--- src/hw/lcd_bus_pkg.sv ---
package lcd_bus_pkg;

	// one byte on the d7..d0 pins
	typedef logic [7:0] lcd_byte_t;

	// {rs, data}, the unit handed from translator to bus engine
	typedef logic [8:0] lcd_word_t;

	// {lines, font, display on, cursor, blink, inc/dec, shift}
	typedef logic [6:0] lcd_config_t;

	// single-byte instructions
	localparam lcd_byte_t LCD_CLEAR_CODE = 8'h01;
	localparam lcd_byte_t LCD_HOME_CODE  = 8'h02;

	// instruction bases, low bits are filled from the configuration
	localparam lcd_byte_t LCD_ENTRY_MODE = 8'h04; // i/d in bit 1, s in bit 0
	localparam lcd_byte_t LCD_DISP_CTRL  = 8'h08; // d, c, b in bits 2..0
	localparam lcd_byte_t LCD_FUNC_SET   = 8'h30; // 8-bit bus, n and f in bits 3..2

	// set ddram address, address goes in bits 6..0
	localparam lcd_byte_t LCD_DDRAM_SET  = 8'h80;

	// first cell of the second line
	localparam lcd_byte_t LCD_LINE2_BASE = 8'h40;

	// visible cells per line
	localparam int LCD_COLS = 16;

	// Bit positions of the configuration word. The function set, display
	// control and entry mode instructions each take a slice of it.
	localparam int CFG_LINES  = 6;
	localparam int CFG_FONT   = 5;
	localparam int CFG_DISP   = 4;
	localparam int CFG_CURSOR = 3;
	localparam int CFG_BLINK  = 2;
	localparam int CFG_INC    = 1;
	localparam int CFG_SHIFT  = 0;

endpackage

--- src/hw/lcd_host_pkg.sv ---
package lcd_host_pkg;

	// commands a host may push
	typedef enum logic [1:0] {
		OP_PUT_CHAR = 2'd0, // arg is the character code
		OP_GOTO     = 2'd1, // arg holds row and column
		OP_CLEAR    = 2'd2, // arg ignored
		OP_HOME     = 2'd3  // arg ignored
	} host_op_t;

	// command argument
	typedef logic [7:0] host_arg_t;

	// go-to argument layout
	localparam int ARG_ROW_BIT = 4;
	localparam int ARG_COL_MSB = 3;

endpackage

--- src/hw/lcd_cmd_fifo.sv ---
module lcd_cmd_fifo #(
	parameter int FIFO_DEPTH = 4
) (
	input  logic                   clk,
	input  logic                   rst,
	input  logic                   cmd_valid,
	input  lcd_host_pkg::host_op_t  cmd_op,
	input  lcd_host_pkg::host_arg_t cmd_arg,
	output logic                   credit_return,
	output logic                   q_valid,
	output lcd_host_pkg::host_op_t  q_op,
	output lcd_host_pkg::host_arg_t q_arg,
	input  logic                   q_ready
);
	import lcd_host_pkg::*;

	localparam int PTR_W = (FIFO_DEPTH > 1) ? $clog2(FIFO_DEPTH) : 1;
	localparam int CNT_W = $clog2(FIFO_DEPTH + 1);

	host_op_t   op_mem  [FIFO_DEPTH];
	host_arg_t  arg_mem [FIFO_DEPTH];

	logic [PTR_W-1:0] wr_ptr;
	logic [PTR_W-1:0] rd_ptr;
	logic [CNT_W-1:0] count;
	logic             push;
	logic             pop;

	// circular pointer step
	function automatic logic [PTR_W-1:0] ptr_inc(input logic [PTR_W-1:0] p);
		if (p == PTR_W'(FIFO_DEPTH - 1))
			return '0;
		return p + 1'b1;
	endfunction

	// the host only sends while holding a credit, so there is always room
	assign push = cmd_valid;
	assign pop  = q_valid && q_ready;

	assign q_valid = (count != '0);
	assign q_op    = op_mem[rd_ptr];
	assign q_arg   = arg_mem[rd_ptr];

	always_ff @(posedge clk) begin
		if (push) begin
			op_mem[wr_ptr]  <= cmd_op;
			arg_mem[wr_ptr] <= cmd_arg;
		end
	end

	always_ff @(posedge clk) begin
		if (rst) begin
			wr_ptr        <= '0;
			rd_ptr        <= '0;
			count         <= '0;
			credit_return <= 1'b0;
		end else begin
			credit_return <= pop; // one credit back per released entry
			if (push)
				wr_ptr <= ptr_inc(wr_ptr);
			if (pop)
				rd_ptr <= ptr_inc(rd_ptr);
			case ({push, pop})
				2'b10:   count <= count + 1'b1;
				2'b01:   count <= count - 1'b1;
				default: count <= count; // idle or simultaneous push and pop
			endcase
		end
	end

endmodule

--- src/hw/lcd_cmd_translate.sv ---
module lcd_cmd_translate (
	input  logic                    clk,
	input  logic                    rst,
	input  logic                    q_valid,
	input  lcd_host_pkg::host_op_t  q_op,
	input  lcd_host_pkg::host_arg_t q_arg,
	output logic                    q_ready,
	output logic                    w_valid,
	output lcd_bus_pkg::lcd_word_t  w_word,
	input  logic                    w_ready
);
	import lcd_host_pkg::*;
	import lcd_bus_pkg::*;

	localparam int COL_W = $clog2(LCD_COLS + 1);

	typedef enum logic [1:0] {
		IDLE, // waiting for a command
		WRAP, // line-change address out, character pending
		EMIT  // last word of the command out
	} state_t;

	state_t           state;
	logic             row;       // 0 = line 1, 1 = line 2
	logic [COL_W-1:0] col;       // reaches LCD_COLS after the last cell
	host_arg_t        pend_char; // character held over a wrap
	logic             accept;
	logic             at_eol;

	// set-ddram-address word for a cell
	function automatic lcd_word_t ddram_word(input logic r, input logic [3:0] c);
		lcd_byte_t base;
		base = r ? LCD_LINE2_BASE : 8'h00;
		return {1'b0, LCD_DDRAM_SET | (base + {4'b0000, c})};
	endfunction

	assign q_ready = (state == IDLE);
	assign w_valid = (state != IDLE);
	assign accept  = q_valid && q_ready;
	assign at_eol  = (col == COL_W'(LCD_COLS));

	// word register, held while the engine is not ready
	always_ff @(posedge clk) begin
		if (accept) begin
			pend_char <= q_arg;
			case (q_op)
				OP_PUT_CHAR: begin
					if (at_eol)
						w_word <= ddram_word(~row, 4'd0); // start of the other line
					else
						w_word <= {1'b1, q_arg};
				end
				OP_GOTO:  w_word <= ddram_word(q_arg[ARG_ROW_BIT], q_arg[ARG_COL_MSB:0]);
				OP_CLEAR: w_word <= {1'b0, LCD_CLEAR_CODE};
				default:  w_word <= {1'b0, LCD_HOME_CODE};
			endcase
		end else if (state == WRAP && w_ready) begin
			w_word <= {1'b1, pend_char}; // the character after the address
		end
	end

	always_ff @(posedge clk) begin
		if (rst) begin
			state <= IDLE;
			row   <= 1'b0;
			col   <= '0;
		end else begin
			case (state)
				IDLE: begin
					if (accept) begin
						case (q_op)
							OP_PUT_CHAR: begin
								if (at_eol) begin
									state <= WRAP;
									row   <= ~row; // line 2 wraps back to line 1
									col   <= '0;
								end else begin
									state <= EMIT;
									col   <= col + 1'b1;
								end
							end
							OP_GOTO: begin
								state <= EMIT;
								row   <= q_arg[ARG_ROW_BIT];
								col   <= {1'b0, q_arg[ARG_COL_MSB:0]};
							end
							default: begin // clear and home
								state <= EMIT;
								row   <= 1'b0;
								col   <= '0;
							end
						endcase
					end
				end
				WRAP: begin
					if (w_ready) begin
						state <= EMIT;
						col   <= col + 1'b1; // pending char takes column 0
					end
				end
				EMIT: begin
					if (w_ready)
						state <= IDLE;
				end
				default: state <= IDLE;
			endcase
		end
	end

endmodule

--- src/hw/lcd_bus_engine.sv ---
module lcd_bus_engine #(
	parameter int CLK_PER_US = 2
) (
	input  logic                     clk,
	input  logic                     rst,
	input  lcd_bus_pkg::lcd_config_t disp_config,
	input  logic                     w_valid,
	input  lcd_bus_pkg::lcd_word_t   w_word,
	output logic                     w_ready,
	output logic                     e,
	output logic                     rs,
	output lcd_bus_pkg::lcd_byte_t   lcd_data,
	output logic                     busy
);
	import lcd_bus_pkg::*;

	// all delays in clock cycles
	localparam int T_POWER_UP  = 500 * CLK_PER_US;
	localparam int T_STROBE    = 10 * CLK_PER_US;   // e width during init
	localparam int T_DISP_AT   = 60 * CLK_PER_US;   // function set + 50 us
	localparam int T_CLEAR_AT  = 120 * CLK_PER_US;  // display control + 50 us
	localparam int T_ENTRY_AT  = 330 * CLK_PER_US;  // clear + 200 us
	localparam int T_INIT_END  = 440 * CLK_PER_US;  // entry mode + 100 us
	localparam int T_E_RISE    = 1 * CLK_PER_US;
	localparam int T_E_FALL    = 14 * CLK_PER_US;
	localparam int T_SLOT      = 50 * CLK_PER_US;
	localparam int T_SLOT_LONG = 1600 * CLK_PER_US; // clear and home
	localparam int CNT_W       = $clog2(T_SLOT_LONG + 1);

	typedef enum logic [1:0] {
		POWER_UP,
		INIT,
		IDLE,
		XFER
	} state_t;

	state_t           state;
	logic [CNT_W-1:0] cnt;
	logic [CNT_W-1:0] cnt_next;
	logic [CNT_W-1:0] slot_end;
	logic             long_slot; // accepted word needs the long slot
	logic             accept;

	// {e, data} at a point of the init sequence
	// data stays on the pins through each wait so it is stable when e falls
	function automatic logic [8:0] init_out(input logic [CNT_W-1:0] t);
		lcd_byte_t code;
		logic      strobe;
		if (t < T_DISP_AT) begin
			code   = LCD_FUNC_SET | {4'b0000, disp_config[CFG_LINES:CFG_FONT], 2'b00};
			strobe = (t < T_STROBE);
		end else if (t < T_CLEAR_AT) begin
			code   = LCD_DISP_CTRL | {5'b00000, disp_config[CFG_DISP:CFG_BLINK]};
			strobe = (t < T_DISP_AT + T_STROBE);
		end else if (t < T_ENTRY_AT) begin
			code   = LCD_CLEAR_CODE;
			strobe = (t < T_CLEAR_AT + T_STROBE);
		end else begin
			code   = LCD_ENTRY_MODE | {6'b000000, disp_config[CFG_INC:CFG_SHIFT]};
			strobe = (t < T_ENTRY_AT + T_STROBE);
		end
		return {strobe, code};
	endfunction

	assign cnt_next = cnt + 1'b1;
	assign slot_end = long_slot ? CNT_W'(T_SLOT_LONG) : CNT_W'(T_SLOT);
	assign w_ready  = (state == IDLE);
	assign accept   = w_valid && w_ready;

	always_ff @(posedge clk) begin
		if (accept)
			long_slot <= !w_word[8] &&
				(w_word[7:0] == LCD_CLEAR_CODE || w_word[7:0] == LCD_HOME_CODE);
	end

	always_ff @(posedge clk) begin
		if (rst) begin
			state    <= POWER_UP;
			cnt      <= '0;
			e        <= 1'b0;
			rs       <= 1'b0;
			lcd_data <= '0;
			busy     <= 1'b1;
		end else begin
			case (state)
				POWER_UP: begin
					if (cnt_next == CNT_W'(T_POWER_UP)) begin
						state         <= INIT;
						cnt           <= '0;
						{e, lcd_data} <= init_out('0); // function set starts right away
					end else begin
						cnt <= cnt_next;
					end
				end
				INIT: begin
					if (cnt_next == CNT_W'(T_INIT_END)) begin
						state    <= IDLE;
						cnt      <= '0;
						e        <= 1'b0;
						lcd_data <= '0;
						busy     <= 1'b0;
					end else begin
						cnt           <= cnt_next;
						{e, lcd_data} <= init_out(cnt_next);
					end
				end
				IDLE: begin
					if (accept) begin
						state    <= XFER;
						cnt      <= '0;
						rs       <= w_word[8];   // held for the whole slot
						lcd_data <= w_word[7:0];
						busy     <= 1'b1;
					end
				end
				XFER: begin
					if (cnt_next == slot_end) begin
						state    <= IDLE;
						cnt      <= '0;
						e        <= 1'b0;
						rs       <= 1'b0;
						lcd_data <= '0;
						busy     <= 1'b0;
					end else begin
						cnt <= cnt_next;
						e   <= (cnt_next >= CNT_W'(T_E_RISE)) && (cnt_next < CNT_W'(T_E_FALL));
					end
				end
				default: state <= POWER_UP;
			endcase
		end
	end

endmodule

--- src/hw/lcd_display_top.sv ---
module lcd_display_top #(
	parameter int CLK_PER_US = 2,
	parameter int FIFO_DEPTH = 4
) (
	input  logic                     clk,
	input  logic                     rst,
	input  logic                     cmd_valid,
	input  lcd_host_pkg::host_op_t   cmd_op,
	input  lcd_host_pkg::host_arg_t  cmd_arg,
	output logic                     credit_return,
	input  lcd_bus_pkg::lcd_config_t disp_config,
	output logic                     e,
	output logic                     rs,
	output lcd_bus_pkg::lcd_byte_t   lcd_data,
	output logic                     busy
);
	import lcd_host_pkg::*;
	import lcd_bus_pkg::*;

	logic      q_valid;
	logic      q_ready;
	host_op_t  q_op;
	host_arg_t q_arg;
	logic      w_valid;
	logic      w_ready;
	lcd_word_t w_word;

	lcd_cmd_fifo #(
		.FIFO_DEPTH (FIFO_DEPTH)
	) u_lcd_cmd_fifo (
		.clk           (clk),
		.rst           (rst),
		.cmd_valid     (cmd_valid),
		.cmd_op        (cmd_op),
		.cmd_arg       (cmd_arg),
		.credit_return (credit_return),
		.q_valid       (q_valid),
		.q_op          (q_op),
		.q_arg         (q_arg),
		.q_ready       (q_ready)
	);

	lcd_cmd_translate u_lcd_cmd_translate (
		.clk     (clk),
		.rst     (rst),
		.q_valid (q_valid),
		.q_op    (q_op),
		.q_arg   (q_arg),
		.q_ready (q_ready),
		.w_valid (w_valid),
		.w_word  (w_word),
		.w_ready (w_ready)
	);

	lcd_bus_engine #(
		.CLK_PER_US (CLK_PER_US)
	) u_lcd_bus_engine (
		.clk         (clk),
		.rst         (rst),
		.disp_config (disp_config),
		.w_valid     (w_valid),
		.w_word      (w_word),
		.w_ready     (w_ready),
		.e           (e),
		.rs          (rs),
		.lcd_data    (lcd_data),
		.busy        (busy)
	);

endmodule

--- config.mk ---
export PLATFORM = sky130hd
export DESIGN_NAME = lcd_display_top
export DESIGN_NICKNAME = d
export VERILOG_FILES = /design/src/hw/lcd_bus_pkg.sv /design/src/hw/lcd_host_pkg.sv /design/src/hw/lcd_cmd_fifo.sv /design/src/hw/lcd_cmd_translate.sv /design/src/hw/lcd_bus_engine.sv /design/src/hw/lcd_display_top.sv
export SDC_FILE = /design/constraint.sdc
export NUM_CORES = 1
export LEC_CHECK = 0
export BUFFER_PORTS_ARGS = -buffer_cell sky130_fd_sc_hd__buf_2
export CAP_MARGIN = 20
export CORE_MARGIN = 5
export CORE_UTILIZATION = 40
export DETAILED_ROUTE_END_ITERATION = 12
export PLACE_DENSITY = 0.59
export SETUP_SLACK_MARGIN = 0.15
export SLEW_MARGIN = 20
export SYNTH_ARGS = -nofsm -noshare
export SYNTH_HDL_FRONTEND = slang
export SYNTH_SLANG_ARGS = --single-unit
export TNS_END_PERCENT = 100
--- constraint.sdc ---
create_clock -name clk -period 4.9 [get_ports clk]
set_clock_uncertainty 0.15 [all_clocks]
set_input_delay 0.98 -clock clk [delete_from_list [all_inputs] [get_ports clk]]
set_output_delay 0.98 -clock clk [all_outputs]
set_load 0.05 [all_outputs]
==> results of run 1 <==
## Yosys cell counts, types with 6 or more instances
master	number	area share, %
a21o_1	9	1.3
a21oi_1	28	2.7
a31oi_1	6	0.72
and2_1	11	1.3
buf_2	7	0.67
clkbuf_1	16	1.1
dfxtp_1	43	16
edfxtp_1	58	33
ha_1	10	2.4
inv_1	22	1.6
mux4_2	10	4.3
nand2_1	54	3.9
nand2b_1	9	1.1
nand3_1	21	2.0
nand4_1	7	0.84
nor2_1	47	3.4
nor3_1	15	1.4
nor4_1	10	1.2
o21ai_0	21	2.0
o31ai_1	8	1.1
o32ai_1	6	1.0
xnor2_1	7	1.2
## registers in the layout (all words and copies together) (netlist names), 2 cells and up, named ones only
name and flops:
u_lcd_cmd_translate.pend_char 8, u_lcd_cmd_translate.col 5, u_lcd_cmd_translate.w_word 9, u_lcd_bus_engine.lcd_data 8, u_lcd_cmd_fifo.rd_ptr 2, u_lcd_bus_engine.cnt 12
u_lcd_bus_engine.state 2, u_lcd_cmd_fifo.count 3, u_lcd_cmd_fifo.wr_ptr 2, u_lcd_cmd_translate.state 2, u_lcd_cmd_fifo.arg_mem 32, u_lcd_cmd_fifo.op_mem 8
## cell families after synthesis
group | after synthesis | synth area share (%)
buffers and inverters | 54 | 4.353
adders and majority gates | 11 | 2.774
DFF | 101 | 49.75
and+or+nand+nor | 200 | 19.06
muxes | 12 | 4.712
xor gates and xnor gates | 10 | 1.674
AOI/OAI and AO/OA | 132 | 17.68
## metrics by stage
stage / worst slack [ns] / hold WS (ns)
floorplan: 2.175 / 0.3041
global placement: 1.298 / 0.3014
detailed placement: 1.148 / 0.3062
CTS: 1.126 / 0.3182
global route: 0.6997 / 0.3401
finish: 1.085 / 0.3119
## layer usage
metal / GRT usage, % / up-vias / share of wire, %
met5: 0 / - / 0
met4: 5.158 / 0 / 1.9
met3: 4.288 / 19 / 6.1
met2: 25.83 / 137 / 48
met1: 20.04 / 1917 / 44
li1: - / 1976 / -
## worst max path at each step
| stage | startpoint | end | slack (ns) | depth (start not counted) |
|---|---|---|---|---|
| finish | u_lcd_bus_engine.cnt[0] | u_lcd_bus_engine.lcd_data[2] | 1.09 | 9 |
| global route | u_lcd_bus_engine.cnt[0] | u_lcd_bus_engine.lcd_data[2] | 0.70 | 9 |
| floorplan | u_lcd_bus_engine.cnt[0] | u_lcd_bus_engine.cnt[5] | 2.18 | 10 |
| global placement | u_lcd_bus_engine.cnt[0] | u_lcd_bus_engine.lcd_data[2] | 1.30 | 9 |
| CTS | u_lcd_bus_engine.cnt[0] | u_lcd_bus_engine.lcd_data[2] | 1.13 | 9 |
| detailed placement | u_lcd_bus_engine.cnt[0] | u_lcd_bus_engine.lcd_data[2] | 1.15 | 9 |
## worst reg2reg max path, stage by stage, from the launching register on
cell,delay (ns)
dfxtp_1,0.54
ha_1,0.61
and3_1,0.34
nand3_2,0.16
nor4b_4,0.38
o211ai_2,0.16
o31a_1,0.38
nor3_2,0.58
o311ai_0,0.28
o32ai_1,0.16
## area by class of cell
| cell class | instances | share of cell area (%) |
|---|---|---|
| flip-flops and latches | 101 | 45.04 |
| clock buffers | 9 | 3.898 |
| clock inverters | 7 | 1.256 |
| well taps | 172 | 3.725 |
| repair buffers | 33 | 2.945 |
| multi-input cells | 365 | 41.64 |
| inverters | 23 | 1.494 |
## report_power, final
part	internal, W	switching (W)	total, W
logic	0.000353	0.000660	0.00101
clock network	0.000361	0.000345	0.000706
registers	0.00114	0.000154	0.00129
total	0.00185	0.00116	0.00301
==> flow_summary.yaml, run 1 <==
outcome:
  status: "complete, no violations"
global_route:
  grt_start_max_net_pins: 38
  antenna_found_initial: 0
  grt_pass1_vias: 3882
  grt_pass1_wl_um: 19860
  globalRouteTotalUtil_pct: 15.70
  grt_overflow_total: 0
drt:
  drt-wirelength-per-cell_um: 16.93
  post_drt_via_cell_ratio: 5.703
  drt-initial-drc-count: 394
  wirelength_um: 12020
  postRouteAntennaNets: 0
  drc: 0
  via_count: 4049
  first_pass_iters: 5
power:
  max-vdd-ir-drop_mv: 0.3014
  p_total_w: 0.003011
  cellPowerDensity_nw_per_um2: 521.0
  p_leak_nw: 2.049
flow_run:
  cap_violations: 0
floorplan:
  die_h_um: 124.4
  num_rows: 41
  core_area_um2: 12720
  die_width_um: 124.4
  dieArea_um2: 15470
  io_pins: 32
  start_util_pct: 41.12
logic_synthesis:
  synth_edf_count: 58
  syn_nets: 551
  yosys_warnings: 0
  synth.distinct_cells: 68
  ys_seq_area_share_pct: 49.75
  avgSynthCellArea_um2: 10.06
  async_reset_ff_share_pct: 0
  synthesis.area_um2: 5231
  synth_seq_cells: 101
  ys.flop_type: "edfxtp_1"
  netlist_instances: 520
sta:
  tns_ns: 0
  report.final.slew_viol_count: 0
  rsz0062_at_grt: "no"
  max_freq_mhz: 262.2
  setup_viol: 0
  fin_crit_ns: 3.815
  tightest_slew_ns: 0.8481
  hold_viol_final: 0
  max_slew_margin_pct: 42.97
  post-route-period-util_pct: 77.85
clock_tree:
  cts-htree-levels: 3
  root_buffer: "clkbuf_16"
  cts.clk_slew.worst_paths_ns: 0.07
  ctsHoldBuffers: 0
  cts_setup_buffers: 0
  clock_sinks: 101
  clk_path_buf_depth: 2
  clk_latency_ns: 0.35
  cts_tree: "yes"
  cts_buffers: 9
  cts_resized: 0
critical_path:
  end_kind: "flip-flop"
  reg2reg_to: "u_lcd_bus_engine.lcd_data[2]"
  critPathTopFamily: "simple AND/OR/NAND/NOR gates"
  crit_buf_inv: 0
  worstSetupPathType: "reg -> reg"
  crit_fanout: 18
  cp.arrival_ns: 3.92
  regToRegStartpoint: "u_lcd_bus_engine.cnt[0]"
  slowest_delay_ns: 0.61
  cp_cell_sequence: "ha_1 -> and3_1 -> nand3_2 -> nor4b_4 -> o211ai_2 -> o31a_1 -> nor3_2 -> o311ai_0 -> o32ai_1"
  crit_slowest_cell: "ha_1"
  worstRegToRegCells: 9
  critPathRequiredTime_ns: 5.01
  startpoint_type: "flip-flop"
  r2r_setup_slack_ns: 1.09
cells_and_area:
  final_nets: 564
  drive_gt1_share_pct: 13.75
  antenna_cells: 0
  layout_common_cells: "58 x edfxtp_1, 54 x nand2_1, 47 x nor2_1, 43 x dfxtp_1, 31 x buf_2"
  final_common_cell: "edfxtp_1"
  stdcell_area_um2: 5778
  seqCellArea_um2: 2603
  fill_cells: 1227
  multi_input_area_um2: 2406
  fin_cells: 710
  area_growth_pct: 10.45
  utilization_pct: 45.42
place:
  dp_hpwl_um: 8666
  dp.cells: 694
  placed_area_um2: 5480
  io_buffer_count: 31
  place.gp.congestion: 0.9113
hold_path:
  hold_depth: 2
  min_to: "u_lcd_bus_engine.lcd_data[3]"
  worstHoldPathType: "reg -> reg"
  hold_start: "u_lcd_bus_engine.lcd_data[3]"
Note: power is estimated with default switching activity, not from simulation.
==> run 2: changes to the inputs <==
- PLACE_DENSITY: 0.59 -> 0.61
- clock period: 4.9 -> 3.27 ns (I/O delays scaled with it)
==> run 2 against run 1 <==
First-iteration DRC count rose by 44%. Non-clock buffer count rose by 24. Wire length rose by 2.9%. Critical endpoint is now u_lcd_bus_engine.cnt[5]. Count of clock-buffer cells in the layout did not move. Clock power rose by 50%. Cell count rose by 3.4%. Final area rose by 3.9%. Register-to-register slack got worse by 0.79 ns. Setup slack got worse by 0.79 ns. Via count rose by 3.5%. Flip-flop and latch count did not move. Worst hold slack improved by 0.0013 ns.
==> flow_summary.yaml, run 2 (synthesized netlist as in run 1, its figures left out) <==
cells_and_area:
  largest-register: "u_lcd_cmd_fifo.arg_mem"
  final_nets: 588
  antenna_cells: 0
  drive_gt1_share_pct: 18.86
  fill_cells: 1209
  largest_reg_flops: 32
  layout_common_cells: "58 x edfxtp_1, 54 x nand2_1, 47 x nor2_1, 43 x dfxtp_1, 31 x buf_2"
  reg.largest.list: "u_lcd_cmd_fifo.arg_mem (32), u_lcd_bus_engine.cnt (12), u_lcd_cmd_translate.w_word (9)"
  area_growth_pct: 14.78
  final_common_cell: "edfxtp_1"
  fin_cells: 734
power:
  p_sw_w: 0.001760
  seq_power_share_pct: 41.0
  p_leak_nw: 2.172
  switching_share_pct: 38.16
  p_clk_share_pct: 23.0
  max-vdd-ir-drop_mv: 0.3297
  pwr-share-comb_pct: 36.0
  intPower_w: 0.002853
  cellPowerDensity_nw_per_um2: 768.3
critical_path:
  worstRegToRegCells: 10
  end_kind: "flip-flop"
  cp.arrival_ns: 3.08
  startpoint_type: "flip-flop"
  worstSetupPathType: "reg -> reg"
  critPathRequiredTime_ns: 3.37
  crit_fanout: 7
drt:
  post_drt_via_cell_ratio: 5.710
  via_count: 4191
  wirelength_um: 12370
  first_pass_iters: 5
  drc: 0
  drt-initial-drc-count: 566
  drt-wirelength-per-cell_um: 16.85
  postRouteAntennaNets: 0
global_route:
  grt_pass1_vias: 4101
  grt_pass1_wl_um: 20290
  globalRouteTotalUtil_pct: 15.93
  antenna_found_initial: 0
  grt_overflow_total: 0
  grt_start_max_net_pins: 34
floorplan:
  core_area_um2: 12720
  num_rows: 41
  die_h_um: 124.4
  io_pins: 32
  start_util_pct: 41.12
  dieArea_um2: 15470
  die_width_um: 124.4
sta:
  max_freq_mhz: 335.9
  rsz0062_at_grt: "no"
  hold_viol_final: 0
  tightest_slew_ns: 0.5747
  post-route-period-util_pct: 91.06
  tns_ns: 0
  max_slew_margin_pct: 61.46
  report.final.slew_viol_count: 0
  fin_crit_ns: 2.978
  setup_viol: 0
place:
  dp_hpwl_um: 9036
  dp.cells: 718
  place.gp.congestion: 0.9386
  io_buffer_count: 31
clock_tree:
  clk_path_buf_depth: 2
  cts.clk_slew.worst_paths_ns: 0.07
  cts-htree-levels: 3
  cts_tree: "yes"
  clock_sinks: 101
  root_buffer: "clkbuf_16"
  ctsHoldBuffers: 0
  cts_buffers: 9
  clk_latency_ns: 0.35
flow_run:
  cap_violations: 0
outcome:
  status: "complete, no violations"
hold_path:
  hold_depth: 2
  worstHoldPathType: "reg -> reg"
==> run 2: stage by stage <==
step                      cell area (um^2)  worst slack, ns  hold slack, ns  power (W)  utilization [%]
after floorplan                       5231           0.5452          0.3041   0.003081                -
after global placement                5660           0.1965          0.3022   0.003521            44.49
after detailed placement              5660           0.1307          0.3066   0.003564            44.49
after CTS                             5967           0.2262          0.3187   0.004637            46.90
after global routing                  6005           0.1496          0.3440   0.004908            47.20
final                                 6005           0.2925          0.3132   0.004613            47.20
==> run 2: cell type report <==
cell class,instances,area (um^2),area share [%]
Clock inverter,7,73.82,1.229
Timing Repair Buffer,57,350.3,5.835
Inverter,23,86.33,1.438
Clock buffer,9,225.2,3.751
Sequential cell,101,2603,43.34
Tap cell,172,215.2,3.584
Multi-Input combinational cell,365,2451,40.82
==> run 2: routing by layer <==
metal / up-vias / global-route usage [%] / part of all wire, %
met3: 19 / 2.959 / 5.9
li1: 2036 / - / -
met5: - / 0 / 0
met4: 0 / 7.028 / 2.0
met2: 150 / 26.05 / 47
met1: 1986 / 20.58 / 46
==> run 2: timing repair <==
action / CTS / global route
setup endpoints to repair: 2 / 9
hold endpoints to repair: 0 / 0
resized for setup: 1 / 9
buffers inserted: 0 / 0
==> run 2: worst max-delay path: stages, from the launching register on <==
cell,delay [ns]
dfxtp_1,0.32
ha_2,0.23
buf_4,0.17
or3b_2,0.44
o32ai_1,0.14
a21oi_1,0.14
o32ai_2,0.33
a21oi_2,0.19
o31ai_4,0.41
o22ai_1,0.15
a21o_1,0.19
==> run 2: power by group through the flow <==
stage | combinational [W] | sequential (W) | clock (W)
after global routing | 0.00185 | 0.00192 | 0.00113
after detailed placement | 0.00164 | 0.00192 | 0
after CTS | 0.00165 | 0.00189 | 0.00109
final | 0.00166 | 0.00189 | 0.00106
after floorplan | 0.00110 | 0.00198 | 0
after global placement | 0.00162 | 0.00191 | 0
==> run 2: worst paths after layout <==
path,end,slack (ns),startpoint
min,u_lcd_bus_engine.lcd_data[3],0.31,u_lcd_bus_engine.lcd_data[3]
min reg2reg,u_lcd_bus_engine.lcd_data[3],0.31,u_lcd_bus_engine.lcd_data[3]
max reg2reg,u_lcd_bus_engine.cnt[5],0.29,u_lcd_bus_engine.cnt[0]
max,u_lcd_bus_engine.cnt[5],0.29,u_lcd_bus_engine.cnt[0]
